==> src/rtl/ac97_pkg.sv <==
package ac97_pkg;

	// AC-link frame timing
	localparam int frame_bits = 256;
	localparam int tag_bits = 16;  // Slot 0 width, also SYNC length
	localparam int slot_bits = 20;
	localparam int slot_count = 12;  // Data slots following the tag

	typedef logic [slot_bits-1:0] slot_t;

	// Two stereo frames per word, pair A in the low half
	typedef struct packed {
		logic [15:0] right_b;
		logic [15:0] left_b;
		logic [15:0] right_a;
		logic [15:0] left_a;
	} sample_word_t;

	// Stereo pair for slots 3 and 4
	typedef struct packed {
		logic        valid;
		logic [15:0] left;
		logic [15:0] right;
	} ac97_pcm_t;

	// Register write for slots 1 and 2
	typedef struct packed {
		logic        valid;
		logic [6:0]  addr;
		logic [15:0] data;
	} ac97_cmd_t;

	// Codec mixer registers
	localparam logic [6:0] reg_master_volume = 7'h02;
	localparam logic [6:0] reg_mic_volume = 7'h0E;
	localparam logic [6:0] reg_line_in_volume = 7'h10;
	localparam logic [6:0] reg_cd_volume = 7'h12;
	localparam logic [6:0] reg_pcm_volume = 7'h18;
	localparam logic [6:0] reg_record_select = 7'h1A;
	localparam logic [6:0] reg_record_gain = 7'h1C;

	// Fixed register values
	localparam logic [15:0] mute_8808 = 16'h8808;  // Muted, mid gain
	localparam logic [15:0] record_select_default = 16'h0000;
	localparam logic [15:0] record_gain_default = 16'h8000;

	localparam int config_writes = 7;

endpackage

==> src/rtl/ac97_codec_config.sv <==
`timescale 1ns/1ps

module ac97_codec_config #(
	parameter logic [15:0] master_volume = 16'h0000,
	parameter logic [15:0] pcm_volume = 16'h0808
) (
	input  logic                ac97_bitclk,
	input  logic                audio_rst_b,
	input  logic                frame_strobe,
	output ac97_pkg::ac97_cmd_t cmd
);
	import ac97_pkg::*;

	logic [2:0] wr_idx;  // Next table entry

	// Write table in the order the codec gets it
	always_comb begin
		cmd = '0;
		cmd.valid = 1'b1;
		case (wr_idx)
			3'd0: begin
				cmd.addr = reg_master_volume;
				cmd.data = master_volume;
			end
			3'd1: begin
				cmd.addr = reg_mic_volume;
				cmd.data = mute_8808;
			end
			3'd2: begin
				cmd.addr = reg_line_in_volume;
				cmd.data = mute_8808;
			end
			3'd3: begin
				cmd.addr = reg_cd_volume;
				cmd.data = mute_8808;
			end
			3'd4: begin
				cmd.addr = reg_pcm_volume;
				cmd.data = pcm_volume;
			end
			3'd5: begin
				cmd.addr = reg_record_select;
				cmd.data = record_select_default;
			end
			3'd6: begin
				cmd.addr = reg_record_gain;
				cmd.data = record_gain_default;
			end
			default: cmd = '0;  // Table done, slots 1 and 2 idle
		endcase
	end

	// Holds at the end until the next reset
	always_ff @(posedge ac97_bitclk or negedge audio_rst_b) begin
		if (!audio_rst_b) begin
			wr_idx <= '0;
		end else if (frame_strobe && wr_idx != 3'(config_writes)) begin
			wr_idx <= wr_idx + 3'd1;
		end
	end

endmodule

==> config.mk <==
export PLATFORM = sky130hd
export DESIGN_NAME = ac97_codec_config
export DESIGN_NICKNAME = d
export VERILOG_FILES = /design/src/rtl/ac97_pkg.sv /design/src/rtl/ac97_codec_config.sv
export SDC_FILE = /design/constraint.sdc
export NUM_CORES = 1
export LEC_CHECK = 0
export BUFFER_PORTS_ARGS = -buffer_cell sky130_fd_sc_hd__buf_2
export CAP_MARGIN = 25
export CORE_AREA = 2 2 42 44
export DETAILED_ROUTE_END_ITERATION = 8
export DIE_AREA = 0 0 44 46
export GPL_TIMING_DRIVEN = 0
export PLACE_DENSITY = 0.53
export REMOVE_ABC_BUFFERS = 1
export SLEW_MARGIN = 0
export SYNTH_ARGS = -nofsm -noshare
export SYNTH_HDL_FRONTEND = slang
export SYNTH_SLANG_ARGS = --single-unit
==> constraint.sdc <==
create_clock -name ac97_bitclk -period 1.9 [get_ports ac97_bitclk]
set_input_delay 0.095 -clock ac97_bitclk [delete_from_list [all_inputs] [get_ports ac97_bitclk]]
set_output_delay 0.095 -clock ac97_bitclk [all_outputs]
set_load 0.005 [all_outputs]
==> results.cfg <==
[synth]
ys_seq_area_share_pct = 17.24
syn_avg_cell_area_um2 = 9.071
synth_area_um2 = 435.4
syn_inst = 48
synth_cell_type_count = 15
ys.warnings.count = 0
ys_seq_elements = 3

[power_and_ir_drop]
ir_worst_vdd_mv = 0.4405
p_sw_mw = 0.3547
p_clk_share_pct = 13.7
cellInternalPower_mw = 0.4862
p_leak_nw = 0.2639
pwr-share-comb_pct = 66.9
p_per_area_nw_per_um2 = 1826
finalPower_mw = 0.8409
swShare_pct = 42.18
pwr-share-seq_pct = 19.4

[detailed_routing]
antenna_left = 0
vias = 285
vias_per_cell = 3.701
route.detailed.drc = 0
first_iter_violations = 1
wl_per_cell_um = 8.390
firstDrtPassIters = 3
wl_um = 646

[critical_path]
cpMaxStageDelayCell = dfrtp_1
startpoint_type = flip-flop
critical_path.top_delay_family = flip-flops
critPathArrivalTime_ns = 1.48
crit_path_end_kind = output pin
cpPeakStageDelay_ns = 0.41
r2r_slack_ns = 0.36
rr_worst_depth = 4
crit_fanout = 5
path_buf_inv = 2
crit_chain = inv_1, ha_1, nor3_1, o21ai_0, buf_2
critPathRequiredTime_ns = 1.80
cp_num_cells = 5
crit_type = reg -> out

[cts]
cts.htree.levels = 1
root_buffer = clkbuf_4
cts_tree = done
numCtsBuffers = 3
clk_pin_slew_worst_paths_ns = 0.04
cts_sinks = 3
clock_latency_ns = 0.24
clk_path_buf_depth = 2
postCtsSetupBuffers = 0

[sta]
fmax_mhz = 634.1
rsz0062_at_grt = no
setup_viol = 0
hold_ws_ns = 0.1795
layout_min_cycle_time_ns = 1.577
period_share_pct = 83.00
tns_ns = 0
fin_skew_ns = 0.001097
hold_violations = 0
drv_slew = 0
layout_setup_ws_ns = 0.3230

[grt]
grt_remaining_overflow = 0
grt_usage_pct = 6.837
grt_max_degree = 11
antenna_found_initial = 0
first_global_vias = 239
grt_pass1_wl_um = 945

[die]
die_h_um = 46
rows = 15
core_area_um2 = 1614
initial_core_util_pct = 26.98
dieArea_um2 = 2024
io_pins = 27
die-width_um = 44

[layout]
reg_top3 = wr_idx (3)
largest_register = wr_idx
layout_common_cells = 16 x conb_1, 10 x buf_2, 5 x ha_1
drive_above_1_share_pct = 30.00
area_growth_pct = 5.747
antenna_cells = 0
mostFrequentLayoutCell = conb_1
final_nets = 69
largest_reg_flops = 3
final_cell_area_um2 = 460.4

[worst_hold_path]
hp-class = in -> async

[placement]
place_ws_ns = 0.3733
place_area_um2 = 424.2
portBuffers = 10
place.gp.congestion = 0.6849

[run]
max_cap_viol_count = 0

[outcome]
status = finished clean
[power groups by stage]
| stage | clock network (mW) | logic, mW | registers [mW] |
|---|---|---|---|
| 6_report | 0.115 | 0.563 | 0.163 |
| 5_1_grt | 0.130 | 0.643 | 0.175 |
| 4_1_cts | 0.120 | 0.574 | 0.164 |
| 3_5_place_dp | 0 | 0.570 | 0.164 |
| 3_3_place_gp | 0 | 0.556 | 0.164 |
| 2_1_floorplan | 0 | 0.385 | 0.146 |
[stage by stage]
step,util [%],instances
3_5_place_dp,26.28,72
4_1_cts,28.53,77
5_1_grt,28.53,77
2_1_floorplan,-,45
3_3_place_gp,26.28,72
6_report,28.53,77
[per-layer routing]
metal	wire length (µm)	share of wire, %	global-route usage (%)
met1	261	40	7.820
met5	0	0	0
met4	23	3.6	9.091
met3	56	8.7	0
met2	305	47	10.29
[layout make-up]
cell class,count,area [µm²]
Sequential cell,3,75.07
Inverter,3,11.26
Fill cell,190,1154
Clock buffer,4,26.28
Multi-Input combinational cell,39,266.5
Timing Repair Buffer,11,60.06
Tap cell,17,21.27
[worst register-to-register path, delay by kind of cell (launching register included)]
family,cells,cell delay [ns]
adder cells (fa/ha/maj),2,0.51
flip-flops,1,0.42
multiplexers,1,0.31
AND/OR/NAND/NOR,1,0.17
[final timing paths]
kind,endpoint,from
max reg2reg,wr_idx[2],wr_idx[0]
min reg2reg,wr_idx[1],wr_idx[1]
max in group asynchronous,wr_idx[2],audio_rst_b
min,wr_idx[0],audio_rst_b
max,cmd[23],wr_idx[0]
min in group ac97_bitclk,wr_idx[0],frame_strobe
[kinds of logic after synthesis]
logic type / count (synthesis) / share of synthesized area [%]
AO/OA/AOI/OAI: 5 / 6.320
XOR/XNOR: 1 / 2.012
adder cells (fa/ha/maj): 5 / 14.37
buffers and inverters: 21 / 34.48
flip-flops: 3 / 17.24
multiplexers: 4 / 12.64
other: 1 / 0.8612
AND/OR/NAND/NOR: 8 / 12.07
[synth_stat cells, drive strengths merged]
| cell | n | area share (%) |
|---|---|---|
| ha | 5 | 14 |
| a21oi | 3 | 3.4 |
| dfrtp | 3 | 17 |
| inv | 3 | 2.6 |
| o21ai | 1 | 1.1 |
| nor2b | 2 | 6.3 |
| conb | 1 | 0.86 |
| mux2i | 1 | 2.3 |
| nor3 | 2 | 2.3 |
| o21bai | 1 | 1.7 |
| buf | 18 | 32 |
| xnor2 | 1 | 2.0 |
| nor2 | 4 | 3.4 |
| mux2 | 3 | 10 |
[repair_timing]
item | CTS | global route
gates resized for setup | 0 | 0
hold buffers | 1 | 0
endpoints found under the hold margin | 3 | 0
Power figures use the tool's default switching activity.
