### src/rtl/ac97_pkg.sv
package ac97_pkg;

	// AC-link frame timing
	localparam int frame_bits = 256;
	localparam int tag_bits = 16;  // Slot 0 width, also SYNC length
	localparam int slot_bits = 20;
	localparam int slot_count = 12;  // Data slots following the tag

	typedef logic [slot_bits-1:0] slot_t;

	// Two stereo frames per word, pair A in the low half
	typedef struct packed {
		logic [15:0] right_b;
		logic [15:0] left_b;
		logic [15:0] right_a;
		logic [15:0] left_a;
	} sample_word_t;

	// Stereo pair for slots 3 and 4
	typedef struct packed {
		logic        valid;
		logic [15:0] left;
		logic [15:0] right;
	} ac97_pcm_t;

	// Register write for slots 1 and 2
	typedef struct packed {
		logic        valid;
		logic [6:0]  addr;
		logic [15:0] data;
	} ac97_cmd_t;

	// Codec mixer registers
	localparam logic [6:0] reg_master_volume = 7'h02;
	localparam logic [6:0] reg_mic_volume = 7'h0E;
	localparam logic [6:0] reg_line_in_volume = 7'h10;
	localparam logic [6:0] reg_cd_volume = 7'h12;
	localparam logic [6:0] reg_pcm_volume = 7'h18;
	localparam logic [6:0] reg_record_select = 7'h1A;
	localparam logic [6:0] reg_record_gain = 7'h1C;

	// Fixed register values
	localparam logic [15:0] mute_8808 = 16'h8808;  // Muted, mid gain
	localparam logic [15:0] record_select_default = 16'h0000;
	localparam logic [15:0] record_gain_default = 16'h8000;

	localparam int config_writes = 7;

endpackage

### src/rtl/ac97_pcm_unpacker.sv
`timescale 1ns/1ps

module ac97_pcm_unpacker (
	input  logic                   ac97_bitclk,
	input  logic                   audio_rst_b,
	input  logic                   frame_strobe,
	input  logic                   empty,
	input  ac97_pkg::sample_word_t head_word,
	output logic                   pop,
	output ac97_pkg::ac97_pcm_t    pcm
);
	import ac97_pkg::*;

	sample_word_t word_q;  // Word whose pair B is still to play
	logic second_half;

	// New word only when pair A is due
	assign pop = frame_strobe && second_half && !empty;

	always_comb begin
		pcm = '0;
		if (!second_half) begin
			pcm.valid = 1'b1;
			pcm.left = word_q.left_b;
			pcm.right = word_q.right_b;
		end else if (!empty) begin
			// Pair A straight from the FIFO head
			pcm.valid = 1'b1;
			pcm.left = head_word.left_a;
			pcm.right = head_word.right_a;
		end
	end

	always_ff @(posedge ac97_bitclk) begin
		if (pop) begin
			word_q <= head_word;
		end
	end

	// Empty FIFO leaves the phase alone, frame goes out silent
	always_ff @(posedge ac97_bitclk or negedge audio_rst_b) begin
		if (!audio_rst_b) begin
			second_half <= 1'b1;
		end else if (pop) begin
			second_half <= 1'b0;
		end else if (frame_strobe) begin
			second_half <= 1'b1;
		end
	end

endmodule

### config.mk
export PLATFORM = sky130hd
export DESIGN_NAME = ac97_pcm_unpacker
export DESIGN_NICKNAME = d
export VERILOG_FILES = /design/src/rtl/ac97_pkg.sv /design/src/rtl/ac97_pcm_unpacker.sv
export SDC_FILE = /design/constraint.sdc
export NUM_CORES = 1
export LEC_CHECK = 0
export ABC_AREA = 1
export BUFFER_PORTS_ARGS = -buffer_cell sky130_fd_sc_hd__buf_2
export CORE_UTILIZATION = 37
export DETAILED_ROUTE_END_ITERATION = 16
export HOLD_SLACK_MARGIN = 0.08
export MAX_ROUTING_LAYER = met4
export PLACE_DENSITY = 0.73
export SKIP_LAST_GASP = 1
export SLEW_MARGIN = 40
export SYNTH_ARGS = -nofsm -noshare
export SYNTH_HDL_FRONTEND = slang
export SYNTH_SLANG_ARGS = --single-unit
### constraint.sdc
create_clock -name ac97_bitclk -period 2.4 [get_ports ac97_bitclk]
set_input_delay 0 -clock ac97_bitclk [delete_from_list [all_inputs] [get_ports ac97_bitclk]]
set_output_delay 0 -clock ac97_bitclk [all_outputs]
set_load 0.02 [all_outputs]
==> impl_results.md <==
- Status: finished, final reports clean
- Setup ws final: between 0.7 and 0.8 ns
- Cell family with most CP delay: buffers and inverters
- Mapped Nets: around 220
- RSZ-0062 raised after global routing: false
- Slew @ Worst Pin: 0.393 ns
- Final Cell Area: 0.00248 mm2
- Area Growth Syn to Fin: 59.3%
- Rows: 23
- Met3 wire len: 188 um
- H-tree depth: 2
- Total grt overflow: 0
- Final min period: between 1.5 and 2 ns
- # hold bufs at CTS: 35
- Initial Util: between 30% and 40%
- First-pass GRT wire length: between 5 and 6 mm
- Vias in the first global route: between 1000 and 1500
- Synth Register Bits: 33
- HP Class: in2async
- Synth top area cells: edfxtp_1 (62%), nand2_1 (14%), nand3_1 (10%)
- Power per Cell Area: roughly 560 mW/mm2
- Num CTS Buffers: 5
- Cells after synthesis: roughly 150
- CTS tree: built
- Yosys warns: 0
- Placed inst area: 0.00205 mm2
- # diodes: 0
- Via count: about 1500
- Crit path arrival time: ~1.7 ns
- Area fraction of the dominant cell type after synthesis: 61.8%
- Max_cap viols: 0
- Worst path slowest cell: dfstp_2
- Ports: 102
- Post-Route Skew: 0.00257 ns
- Area leader, netlist: edfxtp_1
- Chip width: 66.8 um
- Commonest register cell after synthesis: edfxtp_1
- Global Route Usage Sum: between 10% and 20%
- Post-route ant nets: 0
- Most common cell in the netlist: nand2_1
- Die height: 66.8 um
- CP dominant cell by count: nand2_1
- Fmax: about 600 MHz
- Slew margin rel.: 73.8%
- Clock Latency Late Sink: 0.27 ns
- Final setup vio count: 0
- Crit path capture type: output port
- Top sig layer: met4
- Port Buffers: about 100
- Clk network pwr share: 26.2%
- WL met1: approximately 1.5 mm
- Clock Tree Buf Depth: 2
- Layout fillers: 352
- Total Wirelength: ~3.8 mm
- Comb power frac: about 26%
- Switching share of power: about 28%
- Leakage: about 0.0012 uW
- Clk slew on worst S/H paths: 0.06 ns
- Slew Viols, Final: 0
- Crit share post-route: 69.2%
- Critical Path RT: 2.40 ns
- Sequential power share: between 40% and 50%
- Initial antenna violation count: 0
- Internal power: slightly above 1000 uW
- # resized after CTS: 0
- Maximum vdd drop: roughly 0.45 mV
- P_sw: between 300 and 400 uW
- Synth cell types: 12
- Slowest cell delay on critical path: about 0.53 ns
- Fin Setup TNS: 0 ns
- Avg Cell Area, Syn: between 10 and 15 um2
- CTS sink count: 33
- Largest net degree at the start of global routing: 36
- Mapped Area: 0.00155 mm2
- Pre-CTS worst setup slack: roughly 1 ns
- Number of buffers and inverters on the critical path: 3
- Share of cells above drive strength 1: 43.3%
- Setup Fix Bufs, Post-CTS: 0
- Sequential area share after synthesis: between 60 and 70%
- Top post-synthesis cells by count: nand2_1 (59), edfxtp_1 (32), nand3_1 (32), nand2_2 (10), buf_6 (6)
- Worst setup SP type: flip-flop
- Mean routed wirelength per cell: between 10 and 15 um
- Core box area: 0.00403 mm2
- CP max FO: 35
- GPL Wtd Cong: between 0.8 and 0.9
- Post-synth ARST share: 3.03%
- Post-synth EDFFs: 32
- Critical path cell sequence: buf_4, inv_6, nand2_1, nand2_1, buf_2
- DR WL met2: between 2 and 2.5 mm
- Routed vias/inst: between 4 and 5
- Nets@finish: 352
- DRT Pass-1 Iters: 4
- DRT iter0 DRCs: 41
- Critical path type: reg2out
- Fin. Hold Viols: 0
- Root buffer cell: clkbuf_8
- DRC violations left: 0
- Die area: 0.00446 mm2
cells in the final DEF (no fill, tap or decap), drive strengths merged:
master | Yosys | layout
clkinv | 0 | 1
nand3 | 32 | 32
edfxtp | 32 | 32
inv | 3 | 3
clkbuf | 0 | 6
nand2 | 69 | 69
nor2 | 1 | 1
dfstp | 1 | 1
dlygate4sd3 | 0 | 35
buf | 10 | 104
per-layer routing:
layer  vias up  global-route usage (%)
met3         9                    3.77
met4         0                    11.4
met2        60                    33.3
met5         -                       -
met1       669                    17.7
li1        770                       -
stage by stage:
step           total power [uW]  hold slack (ns)  std cells  utilization, %
2_1_floorplan               892           -0.148        148               -
3_3_place_gp                987          -0.0629        292            50.9
3_5_place_dp                991          -0.0581        292            50.9
4_1_cts                    1410            0.172        334            61.5
5_1_grt                    1460            0.198        334            61.5
6_report                   1390            0.184        334            61.5
logic make-up after synthesis:
kind of cell,share of synthesized area [%]
buf+inv,7.65
flops,63.5
simple gates,28.8
sequential cells by signal, indices dropped and copies added, names as in the netlist:
signal	count
word_q	32
second_half	1
layout make-up:
| class | count | area [um2] | share of cell area [%] |
|---|---|---|---|
| Inverter | 3 | 16.3 | 0.657 |
| Multi-Input combinational cell | 102 | 455 | 18.4 |
| Clock buffer | 6 | 72.6 | 2.93 |
| Sequential cell | 33 | 987 | 39.9 |
| Timing Repair Buffer | 139 | 878 | 35.5 |
| Tap cell | 50 | 62.6 | 2.53 |
| Clock inverter | 1 | 3.75 | 0.152 |
power by group through the flow:
stage | sequential [uW] | combinational (uW) | clock, uW
5_1_grt | 670 | 391 | 403
3_5_place_dp | 680 | 311 | 0
4_1_cts | 668 | 357 | 385
2_1_floorplan | 679 | 213 | 0
3_3_place_gp | 679 | 308 | 0
6_report | 668 | 356 | 364
final timing paths:
| check | start | to | slack (ns) | cells after the start |
|---|---|---|---|---|
| setup / recovery | second_half | pcm[19] | 0.74 | 5 |
| hold / removal | audio_rst_b | second_half | 0.18 | 2 |
| setup reg to reg | second_half | word_q[32] | 0.99 | 3 |
| hold reg to reg | second_half | second_half | 0.78 | 3 |
| max in group asynchronous | audio_rst_b | second_half | 2.20 | 2 |
| min in group ac97_bitclk | empty | pcm[32] | 0.29 | 3 |
No activity file was read; power rests on OpenSTA's default activity.
