===== config.mk =====
export PLATFORM = sky130hd
export DESIGN_NAME = ac97_link_tx
export DESIGN_NICKNAME = d
export VERILOG_FILES = /design/src/rtl/ac97_pkg.sv /design/src/rtl/ac97_link_tx.sv
export SDC_FILE = /design/constraint.sdc
export NUM_CORES = 1
export LEC_CHECK = 0
export BUFFER_PORTS_ARGS = -buffer_cell sky130_fd_sc_hd__buf_2
export CORE_ASPECT_RATIO = 0.6
export CORE_MARGIN = 3
export CORE_UTILIZATION = 43
export CTS_BUF_LIST = sky130_fd_sc_hd__clkbuf_2
export DETAILED_ROUTE_END_ITERATION = 8
export GPL_ROUTABILITY_DRIVEN = 1
export PLACE_DENSITY = 0.67
export SYNTH_ARGS = -nofsm -noshare
export SYNTH_HDL_FRONTEND = slang
export SYNTH_SLANG_ARGS = --single-unit

===== constraint.sdc =====
create_clock -name ac97_bitclk -period 1.7 [get_ports ac97_bitclk]
set_clock_uncertainty 0.2 [all_clocks]
set_input_delay 0.085 -clock ac97_bitclk [delete_from_list [all_inputs] [get_ports ac97_bitclk]]
set_output_delay 0.085 -clock ac97_bitclk [all_outputs]
set_load 0.02 [all_outputs]

===== src/rtl/ac97_pkg.sv =====
package ac97_pkg;

	// AC-link frame timing
	localparam int frame_bits = 256;
	localparam int tag_bits = 16;  // Slot 0 width, also SYNC length
	localparam int slot_bits = 20;
	localparam int slot_count = 12;  // Data slots following the tag

	typedef logic [slot_bits-1:0] slot_t;

	// Two stereo frames per word, pair A in the low half
	typedef struct packed {
		logic [15:0] right_b;
		logic [15:0] left_b;
		logic [15:0] right_a;
		logic [15:0] left_a;
	} sample_word_t;

	// Stereo pair for slots 3 and 4
	typedef struct packed {
		logic        valid;
		logic [15:0] left;
		logic [15:0] right;
	} ac97_pcm_t;

	// Register write for slots 1 and 2
	typedef struct packed {
		logic        valid;
		logic [6:0]  addr;
		logic [15:0] data;
	} ac97_cmd_t;

	// Codec mixer registers
	localparam logic [6:0] reg_master_volume = 7'h02;
	localparam logic [6:0] reg_mic_volume = 7'h0E;
	localparam logic [6:0] reg_line_in_volume = 7'h10;
	localparam logic [6:0] reg_cd_volume = 7'h12;
	localparam logic [6:0] reg_pcm_volume = 7'h18;
	localparam logic [6:0] reg_record_select = 7'h1A;
	localparam logic [6:0] reg_record_gain = 7'h1C;

	// Fixed register values
	localparam logic [15:0] mute_8808 = 16'h8808;  // Muted, mid gain
	localparam logic [15:0] record_select_default = 16'h0000;
	localparam logic [15:0] record_gain_default = 16'h8000;

	localparam int config_writes = 7;

endpackage


===== src/rtl/ac97_link_tx.sv =====
`timescale 1ns/1ps

module ac97_link_tx (
	input  logic                ac97_bitclk,
	input  logic                audio_rst_b,
	input  ac97_pkg::ac97_cmd_t cmd,
	input  ac97_pkg::ac97_pcm_t pcm,
	output logic                frame_strobe,
	output logic                ac97_sdata_out,
	output logic                ac97_sync,
	output logic                ac97_reset_b
);
	import ac97_pkg::*;

	localparam int unused_bits = frame_bits - tag_bits - 4 * slot_bits;

	logic [7:0] bit_cnt;  // Index of the next bit to send
	logic [frame_bits-1:0] shift_q;
	logic [frame_bits-1:0] frame_next;
	logic [tag_bits-1:0] tag;
	slot_t slot1;
	slot_t slot2;
	slot_t slot3;
	slot_t slot4;

	// Counter has wrapped, so bit 255 is on the wire now
	assign frame_strobe = ac97_reset_b && (bit_cnt == 8'd0);

	// Next frame from the current cmd and pcm
	always_comb begin
		tag = '0;
		slot1 = '0;
		slot2 = '0;
		slot3 = '0;
		slot4 = '0;
		if (cmd.valid) begin
			tag[14] = 1'b1;
			tag[13] = 1'b1;
			slot1 = {1'b0, cmd.addr, 12'h000};  // Write access
			slot2 = {cmd.data, 4'h0};
		end
		if (pcm.valid) begin
			tag[12] = 1'b1;
			tag[11] = 1'b1;
			slot3 = {pcm.left, 4'h0};
			slot4 = {pcm.right, 4'h0};
		end
		tag[15] = cmd.valid | pcm.valid;  // Frame valid
		frame_next = {tag, slot1, slot2, slot3, slot4, {unused_bits{1'b0}}};
	end

	// First frame after reset shifts out the cleared register
	always_ff @(posedge ac97_bitclk or negedge audio_rst_b) begin
		if (!audio_rst_b) begin
			bit_cnt <= '0;
			shift_q <= '0;
			ac97_sdata_out <= 1'b0;
			ac97_sync <= 1'b0;
			ac97_reset_b <= 1'b0;
		end else begin
			ac97_reset_b <= 1'b1;  // Codec out of reset
			bit_cnt <= bit_cnt + 8'd1;
			ac97_sync <= (bit_cnt < 8'(tag_bits));
			if (frame_strobe) begin
				ac97_sdata_out <= frame_next[frame_bits-1];
				shift_q <= {frame_next[frame_bits-2:0], 1'b0};
			end else begin
				ac97_sdata_out <= shift_q[frame_bits-1];
				shift_q <= {shift_q[frame_bits-2:0], 1'b0};
			end
		end
	end

endmodule


==> results of run 1 <==
[cells by family after synthesis]
| kind of cell | share of synthesized area |
|---|---|
| mux | 0.1475 |
| flops | 0.6320 |
| fa+ha+maj | 0.006195 |
| simple gates | 0.1196 |
| other cells | 0.0009285 |
| buf+inv | 0.08085 |
| xor+xnor | 0.01301 |
[stage by stage]
stage | setup WS, ns | instances
floorplan | 0.04956 | 344
global placement | -0.01862 | 529
detailed placement | -0.04119 | 529
[cell usage after synthesis (all sizes together)]
| library cell | instances |
|---|---|
| conb | 1 |
| nand3 | 5 |
| nand2 | 55 |
| and2 | 32 |
| buf | 7 |
| clkbuf | 10 |
| ha | 2 |
| mux2i | 55 |
| nand4 | 1 |
| mux2 | 4 |
| xor2 | 1 |
| inv | 58 |
| nor4 | 1 |
| nor2 | 3 |
| and3 | 2 |
| dfrtp | 102 |
| xnor2 | 5 |
==> run_results.csv, run 1 <==
group,metric,value,unit
yosys,syn-instance-count,344,
clock_network,clockBufferDepth,2,
clock_network,cts_buffers,9,
floorplanning,start_util,0.4581,
floorplanning,row_count,26,
yosys,synth_cell_types,19,
yosys,synth_area,0.004039,mm2
status,error,"[ERROR RSZ-0060] Max buffer count reached.",
yosys,ys_warn_count,0,
clock_network,cts_setup_buffers,6,
placement,place_congestion,0.7264,
yosys,syn_area_per_cell,11.74,um2
clock_network,cts_root_buffer,"clkbuf_2",
yosys,yosys.area.top_type,"dfrtp_1",
placement,dp_hpwl,4270,um
floorplanning,die_height,81.07,um
yosys,synth_seq_cells,102,
status,haltStage,"clock tree synthesis",
placement,placed_cell_area,0.004568,mm2
clock_network,cts.sinks,102,
floorplanning,ios,63,
yosys,synth_area_leaders,"dfrtp_1 (63%), mux2i_1 (14%), inv_1 (5.4%), nand2_1 (5.1%), and2_1 (5.0%)",
floorplanning,die_x,131.1,um
yosys,synth_fp_nets,405,
status,status,"did not finish",
clock_network,holdBufCountCts,113,
yosys,yosysTopAreaCellShare,0.6320,
clock_network,htreeDepth,3,
placement,port_buffers,62,
clock_network,cts_resized,13,
yosys,seq_area_frac_synth,0.6320,
==> run 2: changes to the inputs <==
- CORE_ASPECT_RATIO: 0.6 -> not set
- CORE_UTILIZATION: 43 -> 28
- CTS_BUF_LIST: sky130_fd_sc_hd__clkbuf_2 -> not set
- PLACE_DENSITY: 0.67 -> not set
- PLACE_DENSITY_LB_ADDON: not set -> 0.15
- clock period: 1.7 -> 2.2 ns (I/O delays scaled with it)
==> run 2 against run 1 <==
  * The run now ends clean
  * Area after synthesis did not move
  * Synthesized cell count did not move
==> run_results.csv, run 2 <==
group,metric,value,unit
status,status,"complete, no violations",
timing,setup_viol,0,
detailed_routing,wl_met2,3355,um
worst_setup_path,arrival,1.73,ns
grt,grt_antenna_before_repair,0,
power_and_ir_drop,seq_power_share,0.508,
yosys,synth_ff_type,"dfrtp_1",
worst_setup_path,regToRegEndpoint,"shift_q[254]",
floorplanning,die_area,0.01590,mm2
worst_setup_path,cpLargestDelayFamily,"simple AND/OR/NAND/NOR gates",
layout,num_antenna_cells,0,
grt,grt_overflow,0,
detailed_routing,drt_wl_total,7292,um
worst_setup_path,cp_cell_sequence,"nor4_4 > nand4_1 > buf_4 > inv_1 > buf_2",
placement,port_buffers,62,
layout,instances_no_fill,645,
timing,tightest_slew,0.6233,ns
detailed_routing,wl_met1,3574,um
yosys,yosys.area.top_type,"dfrtp_1",
clock_network,htreeDepth,3,
placement,dp_slack,0.2676,ns
yosys,synthTopCellsByCount,"dfrtp_1 (102), inv_1 (58), mux2i_1 (55), nand2_1 (55), and2_1 (32)",
grt,grt.total_usage,0.1021,
timing,timing.fmax,489.3,MHz
placement,placed_cell_area,0.004531,mm2
timing,min_period_over_period,0.9289,
floorplanning,die_height,126.1,um
worst_setup_path,r2r_cells,5,
worst_setup_path,cp_max_fo,14,
timing,worst_slack,0.1563,ns
run,drv_cap,0,
detailed_routing,ant_nets,0,
detailed_routing,num_vias,2588,
floorplanning,die_x,126.1,um
timing,hold_violations,0,
worst_setup_path,crit_cells,5,
placement,place_congestion,0.6568,
worst_setup_path,reg2reg_from,"bit_cnt[0]",
worst_setup_path,start_kind,"register",
grt,grt_pass1_wl,13100,um
yosys,synth_fp_nets,405,
yosys,synth_seq_cells,102,
power_and_ir_drop,p_int,3030,uW
hold_path,hold_path_class,"primary input to asynchronous set/reset pin",
detailed_routing,route.detailed.drc,0,
placement,dp_hpwl,4447,um
yosys,ys_warn_count,0,
worst_setup_path,critPathCaptureType,"output pin",
timing,rsz0062_at_grt,"no",
floorplanning,ios,63,
detailed_routing,met3_length,211,um
yosys,synth_area,0.004039,mm2
worst_setup_path,critical_path_buf_inv_count,3,
clock_network,cts.sinks,102,
timing,fin_crit,2.044,ns
layout,design_area,0.005400,mm2
layout,layout_commonest_cell,"dfrtp_1",
power_and_ir_drop,p_leak,0.002966,uW
timing,slew_headroom,0.5845,
grt,grt_max_degree,80,
clock_network,worstSkewPairLatency,0.34,ns
detailed_routing,via_per_inst,4.012,
yosys,async_reset_ff_frac,1.000,
floorplanning,row_count,43,
clock_network,clk_pin_slew_worst_paths,0.06,ns
timing,hold_slack,0.01662,ns
worst_setup_path,critical-path-slowest-cell,"dfrtp_1",
layout,layout-drive-gt1-share,0.1849,
detailed_routing,post_drt_wl_per_cell,11.31,um
layout,largest_reg_flops,91,
yosys,synth_cell_types,19,
clock_network,cts_buffers,9,
clock_network,cts_root_buffer,"clkbuf_16",
power_and_ir_drop,p_switching,771.9,uW
layout,regMostFlops,"shift_q",
worst_setup_path,crit_required,1.89,ns
worst_setup_path,ff2ff_setup_slack,0.30,ns
floorplanning,core_area,0.01399,mm2
detailed_routing,first_iter_violations,134,
layout,areaGrowthSynthToFinish,33.71,%
worst_setup_path,path_class,"register to output pin",
power_and_ir_drop,power_density,704.0,mW/mm2
timing,slew_violations,0,
layout,nNetsFinal,522,
worst_setup_path,max_stage_delay,0.44,ns
power_and_ir_drop,max-vdd-ir-drop,0.3708,mV
clock_network,cts_tree,"yes",
yosys,yosysTopAreaCellShare,0.6320,
power_and_ir_drop,combPwrFrac,0.067,
power_and_ir_drop,swShare,0.2030,
placement,dp_cells,574,
yosys,seq_area_frac_synth,0.6320,
detailed_routing,routed.top_layer,"met4",
layout,final_cell_mix,"dfrtp_1 (102), buf_2 (61), inv_1 (58)",
layout,reg_top3,"shift_q: 91 flops, bit_cnt: 8 flops",
timing,finalSetupTns,0,ns
yosys,yosysMostFrequentCell,"dfrtp_1",
detailed_routing,drtPass1Iterations,4,
power_and_ir_drop,pwr-share-clk,0.425,
clock_network,clockBufferDepth,2,
yosys,synth_area_leaders,"dfrtp_1 (63%), mux2i_1 (14%), inv_1 (5.4%), nand2_1 (5.1%), and2_1 (5.0%)",
yosys,syn_area_per_cell,11.74,um2
yosys,synth_edf_count,0,
yosys,syn-instance-count,344,
grt,grt_pass1_vias,2733,
floorplanning,start_util,0.2887,
## run 2: layer usage
metal | global-route usage | vias to the layer above
met5 | 0 | -
met4 | 0.04353 | 0
met3 | 0.02205 | 11
met2 | 0.1587 | 33
met1 | 0.1383 | 1277
li1 | - | 1267
## run 2: worst max path at each step
stage	start	to	slack, ns
3_3_place_gp	bit_cnt[0]	shift_q[252]	0.32
2_1_floorplan	bit_cnt[5]	shift_q[201]	0.55
4_1_cts	bit_cnt[5]	frame_strobe	0.10
5_1_grt	bit_cnt[5]	frame_strobe	0.02
3_5_place_dp	bit_cnt[0]	shift_q[254]	0.27
6_report	bit_cnt[5]	frame_strobe	0.16
## run 2: final cells by class
type | instances | area [um2]
Clock inverter | 3 | 42.54
Inverter | 58 | 217.7
Clock buffer | 12 | 266.5
Timing Repair Buffer | 123 | 935.9
Fill cell | 1398 | 8588
Sequential cell | 102 | 2552
Multi-Input combinational cell | 167 | 1160
Tap cell | 180 | 225.2
## run 2: worst register-to-register path, cell delays in order, from the launching register on
cell,delay (ns)
dfrtp_1,0.40
inv_1,0.08
ha_1,0.20
nand4_1,0.13
buf_12,0.36
mux2_2,0.41
## run 2: kinds of logic (layout without fill, tap and decap cells)
family,after synthesis,after routing,share of synthesized area
and+or+nand+nor,99,99,0.1196
other,1,1,0.0009285
adders and majority gates,2,2,0.006195
DFF,102,102,0.6320
muxes,59,59,0.1475
xor gates and xnor gates,6,6,0.01301
buffers and inverters,75,196,0.08085
## run 2: what timing repair did
| item | 4_1_cts | 5_1_grt |
|---|---|---|
| hold buffers | 56 | 0 |
| buffers inserted | 0 | 0 |
| hold endpoints to repair | 157 | 0 |
| resized for setup | 0 | 0 |
## run 2: power groups by stage
stage | Clock (uW) | Sequential, uW | Combinational, uW
floorplan | 0 | 1970 | 68.2
global placement | 0 | 1970 | 186
detailed placement | 0 | 1970 | 187
CTS | 1690 | 1930 | 266
global route | 1770 | 1930 | 296
finish | 1610 | 1930 | 256
## run 2: through the flow
stage | utilization | total power [uW]
2_1_floorplan | - | 2035
3_3_place_gp | 0.3239 | 2152
3_5_place_dp | 0.3239 | 2154
4_1_cts | 0.3860 | 3885
5_1_grt | 0.3860 | 4001
6_report | 0.3860 | 3802
(Power assumes the default switching activity.)
==> run 3: changes to the inputs <==
- CORE_MARGIN: 3 -> not set
==> run 3 against run 2 <==
  * Non-clock buffer count up 2
  * Register-to-register slack better by 0.11 ns
  * Setup slack improved by 0.032 ns
  * Die area shrank 6.2%
==> run_results.csv, run 3 (synthesis gave the netlist of run 2 again) <==
group,metric,value,unit
status,status,"complete, no violations",
layout,reg_top3,"shift_q: 91 flops, bit_cnt: 8 flops",
layout,regMostFlops,"shift_q",
grt,grt_pass1_wl,12760,um
clock_network,cts_root_buffer,"clkbuf_16",
clock_network,htreeDepth,3,
worst_setup_path,regToRegEndpoint,"shift_q[187]",
detailed_routing,via_per_inst,3.998,
placement,dp_hpwl,4438,um
clock_network,cts_tree,"yes",
hold_path,hold_path_class,"primary input to register",
floorplanning,ios,63,
layout,design_area,0.005438,mm2
floorplanning,row_count,43,
worst_setup_path,r2r_cells,6,
layout,final_cell_mix,"dfrtp_1 (102), buf_2 (61), inv_1 (58)",
floorplanning,die_height,122.1,um
timing,timing.fmax,497.1,MHz
detailed_routing,drt_wl_total,7760,um
worst_setup_path,critPathCaptureType,"output pin",
grt,grt_overflow,0,
layout,nNetsFinal,524,
floorplanning,core_area,0.01399,mm2
clock_network,cts_buffers,9,
timing,worst_slack,0.1884,ns
timing,finalSetupTns,0,ns
detailed_routing,ant_nets,0,
timing,fin_crit,2.012,ns
layout,areaGrowthSynthToFinish,34.63,%
timing,rsz0062_at_grt,"no",
grt,grt_max_degree,56,
grt,grt_pass1_vias,2631,
placement,port_buffers,62,
layout,num_antenna_cells,0,
layout,layout-drive-gt1-share,0.1880,
layout,largest_reg_flops,91,
clock_network,cts_resized,0,
worst_setup_path,arrival,1.70,ns
detailed_routing,drtPass1Iterations,4,
clock_network,clockBufferDepth,2,
detailed_routing,first_iter_violations,89,
timing,min_period_over_period,0.9143,
hold_path,hold_depth,3,
grt,grt.total_usage,0.1122,
placement,placed_cell_area,0.004536,mm2
floorplanning,die_area,0.01491,mm2
hold_path,hp-start,"cmd[23]",
power_and_ir_drop,p_leak,0.002981,uW
worst_setup_path,path_class,"register to output pin",
floorplanning,die_x,122.1,um
timing,slew_headroom,0.5797,
placement,place_congestion,0.6410,
detailed_routing,post_drt_wl_per_cell,11.98,um
worst_setup_path,cp_max_fo,19,
timing,tightest_slew,0.6305,ns
grt,grt_antenna_before_repair,0,
timing,slew_violations,0,
timing,setup_viol,0,
power_and_ir_drop,power_density,694.5,mW/mm2
clock_network,worstSkewPairLatency,0.34,ns
worst_setup_path,crit_required,1.89,ns
layout,n_fill_cell,1395,
power_and_ir_drop,max-vdd-ir-drop,0.3001,mV
worst_setup_path,ff2ff_setup_slack,0.41,ns
timing,hold_violations,0,
placement,dp_slack,0.2856,ns
layout,layout_commonest_cell,"dfrtp_1",
hold_path,min_to,"shift_q[238]",
worst_setup_path,reg2reg_from,"bit_cnt[5]",
detailed_routing,route.detailed.drc,0,
floorplanning,start_util,0.2887,
clock_network,cts.sinks,102,
run,drv_cap,0,
detailed_routing,num_vias,2591,
clock_network,clk_pin_slew_worst_paths,0.07,ns
worst_setup_path,start_kind,"register",
## run 3: cell types whose count changed in the layout (fill, tap and decap cells not counted)
cell	change
clkinvlp_4	+1
clkbuf_8	-2
buf_12	+1
clkbuf_1	+1
clkinv_4	+1
clkbuf_16	+1
## run 3: where the power goes
group / total (uW) / switching [uW] / leakage, uW / internal (uW)
Clock: 1590 / 676 / 0.000142 / 914
Combinational: 256 / 114 / 0.00147 / 142
Sequential: 1930 / 10.4 / 0.00137 / 1920
Total: 3780 / 801 / 0.00298 / 2980
## run 3: critical path: stages (launching register included)
cell and delay, ns:
dfrtp_1 0.44, nor4_4 0.28, nand4_1 0.11, buf_4 0.17
buf_12 0.16, inv_1 0.05, buf_2 0.15
## run 3: how the worst max path moves through the flow
stage / start / end / slack, ns / cells after the start
floorplan: bit_cnt[5] / shift_q[201] / 0.55 / 5
global placement: bit_cnt[5] / shift_q[255] / 0.31 / 4
detailed placement: bit_cnt[5] / shift_q[255] / 0.29 / 4
CTS: bit_cnt[5] / frame_strobe / 0.02 / 5
global route: bit_cnt[5] / frame_strobe / 0.09 / 6
finish: bit_cnt[5] / frame_strobe / 0.19 / 6
## run 3: what timing repair did
action / CTS / global route
hold endpoints to repair: 100 / 0
endpoints found under the setup margin: 0 / 1
hold buffers: 56 / 0
setup buffers: 0 / 2
## run 3: cell type report
cell class / count / area, um2 / share of cell area
Sequential cell: 102 / 2552 / 0.4694
Clock buffer: 11 / 242.7 / 0.04464
Timing Repair Buffer: 125 / 980.9 / 0.1804
Multi-Input combinational cell: 167 / 1160 / 0.2133
Clock inverter: 5 / 58.81 / 0.01081
Inverter: 58 / 217.7 / 0.04004
Tap cell: 180 / 225.2 / 0.04142
## run 3: metrics by stage
stage / util / power, uW / cells / hold slack, ns
after CTS: 0.3859 / 3844 / 645 / 0.07564
after floorplan: - / 2035 / 344 / -0.3856
after global placement: 0.3242 / 2150 / 573 / -0.03596
after global routing: 0.3887 / 3935 / 648 / 0.1255
after detailed placement: 0.3242 / 2154 / 573 / -0.02181
final: 0.3887 / 3777 / 648 / 0.08859
## run 3: layer usage
layer | up-vias | share of wire | track usage
met2 | 31 | 0.48 | 0.1773
met3 | 10 | 0.024 | 0.01826
met4 | 0 | 0.021 | 0.06402
li1 | 1279 | - | -
met5 | - | 0 | 0
met1 | 1271 | 0.48 | 0.1456
==> run 4: changes to the inputs <==
- BUFFER_PORTS_ARGS: -buffer_cell sky130_fd_sc_hd__buf_2 -> not set
- DONT_BUFFER_PORTS: not set -> 1
- RECOVER_POWER: not set -> 100
==> run 4 against run 3 <==
  * The flow now finishes with violations (hold timing)
  * Hold slack worse by 0.82 ns
  * Total power shrank 5.0%
  * Clock power down 9%
==> run_results.csv, run 4 (synthesis gave the netlist of run 2 again) <==
group,metric,value,unit
layout,final_cell_mix,"dfrtp_1 (102), dlygate4sd3_1 (84), inv_1 (58)",
clock_network,clk_pin_slew_worst_paths,0.06,ns
timing,rsz0062_at_grt,"no",
clock_network,cts_setup_buffers,0,
layout,design_area,0.005348,mm2
layout,num_antenna_cells,0,
detailed_routing,drt_wl_total,7600,um
worst_setup_path,critPathCaptureType,"output pin",
grt,grt_pass1_vias,2655,
layout,nNetsFinal,490,
power_and_ir_drop,power_density,671.1,mW/mm2
detailed_routing,route.detailed.drc,0,
grt,grt_overflow,0,
detailed_routing,drtPass1Iterations,4,
power_and_ir_drop,p_leak,0.002782,uW
clock_network,worstSkewPairLatency,0.34,ns
timing,tightest_slew,0.5391,ns
clock_network,cts.sinks,102,
floorplanning,start_util,0.2887,
grt,grt.total_usage,0.1121,
timing,min_period_over_period,0.8817,
detailed_routing,via_per_inst,4.026,
placement,placed_cell_area,0.004225,mm2
placement,dp_cells,513,
grt,grt_pass1_wl,12870,um
floorplanning,core_area,0.01399,mm2
hold_path,hold_path_class,"primary input to asynchronous set/reset pin",
clock_network,cts_buffers,9,
floorplanning,die_height,122.1,um
timing,worst_slack,0.2602,ns
power_and_ir_drop,max-vdd-ir-drop,0.3411,mV
worst_setup_path,crit_required,1.89,ns
power_and_ir_drop,finalPower,3589,uW
worst_setup_path,max_stage_delay,0.44,ns
grt,grt_max_degree,103,
layout,layout_commonest_cell,"dfrtp_1",
worst_setup_path,start_kind,"register",
worst_setup_path,critical_path_buf_inv_count,3,
timing,slew_violations,0,
layout,largest_reg_flops,91,
layout,regMostFlops,"shift_q",
floorplanning,ios,63,
grt,grt_antenna_before_repair,0,
clock_network,cts_tree,"yes",
detailed_routing,first_iter_violations,124,
detailed_routing,num_vias,2472,
status,failed_checks,"hold timing",
clock_network,htreeDepth,3,
timing,timing.fmax,515.5,MHz
timing,hold_slack,-0.7275,ns
status,status,"complete, but fails checks",
timing,fin_crit,1.940,ns
run,drv_cap,0,
clock_network,cts_resized,0,
layout,instances_no_fill,614,
floorplanning,die_x,122.1,um
placement,dp_hpwl,4255,um
floorplanning,row_count,43,
layout,layout-drive-gt1-share,0.05760,
layout,n_fill_cell,1411,
detailed_routing,post_drt_wl_per_cell,12.38,um
placement,port_buffers,0,
clock_network,clockBufferDepth,2,
worst_setup_path,cp_max_fo,35,
floorplanning,die_area,0.01491,mm2
timing,slew_headroom,0.6394,
timing,hold_violations,102,
worst_setup_path,cp_cell_sequence,"nor4_4 > nand4_1 > buf_12 > inv_1 > buf_4",
timing,finalSetupTns,0,ns
timing,setup_viol,0,
detailed_routing,ant_nets,0,
clock_network,cts_root_buffer,"clkbuf_16",
worst_setup_path,critical-path-slowest-cell,"dfrtp_1",
placement,place_congestion,0.6954,
clock_network,holdBufCountCts,85,
placement,dp_slack,0.3473,ns
worst_setup_path,path_class,"register to output pin",
layout,reg_top3,"shift_q: 91 flops, bit_cnt: 8 flops",
worst_setup_path,arrival,1.63,ns
worst_setup_path,cpLargestDelayFamily,"simple AND/OR/NAND/NOR gates",
layout,areaGrowthSynthToFinish,32.40,%
run 4: metrics by stage:
step                      hold WS (ns)  utilization
after global routing           -0.7463       0.3823
after CTS                      -0.7462       0.3828
after global placement         -0.3807       0.3021
after detailed placement       -0.3805       0.3021
after floorplan                -0.3856            -
final                          -0.7275       0.3823
run 4: layout make-up:
class,instances,area (um2),share of cell area
Tap cell,180,225.2,0.04212
Clock inverter,4,22.52,0.004212
Timing Repair Buffer,91,923.4,0.1727
Multi-Input combinational cell,167,1160,0.2169
Clock buffer,12,246.5,0.04609
Sequential cell,102,2552,0.4773
Inverter,58,217.7,0.04071
run 4: final timing paths:
check | start | slack [ns] | endpoint | cells after the start
worst max-delay path | bit_cnt[5] | 0.26 | frame_strobe | 5
worst min-delay path | audio_rst_b | -0.73 | bit_cnt[7] | 0
worst max register to register | bit_cnt[5] | 0.27 | shift_q[225] | 5
min in group ac97_bitclk | pcm[0] | 0.23 | shift_q[165] | 3
worst min register to register | shift_q[223] | 0.24 | shift_q[224] | 1
max in group asynchronous | audio_rst_b | 2.36 | shift_q[220] | 0
run 4: metal layers:
layer	global-route usage	up-vias	routed length (um)
met2	0.1730	29	3544
li1	-	1210	-
met5	0	-	0
met3	0.02434	7	220
met4	0.05259	0	98
met1	0.1495	1226	3736
run 4: where the power goes:
group | internal, uW | switching [uW]
clock network | 793 | 659
registers | 1920 | 13.4
logic | 136 | 66.0
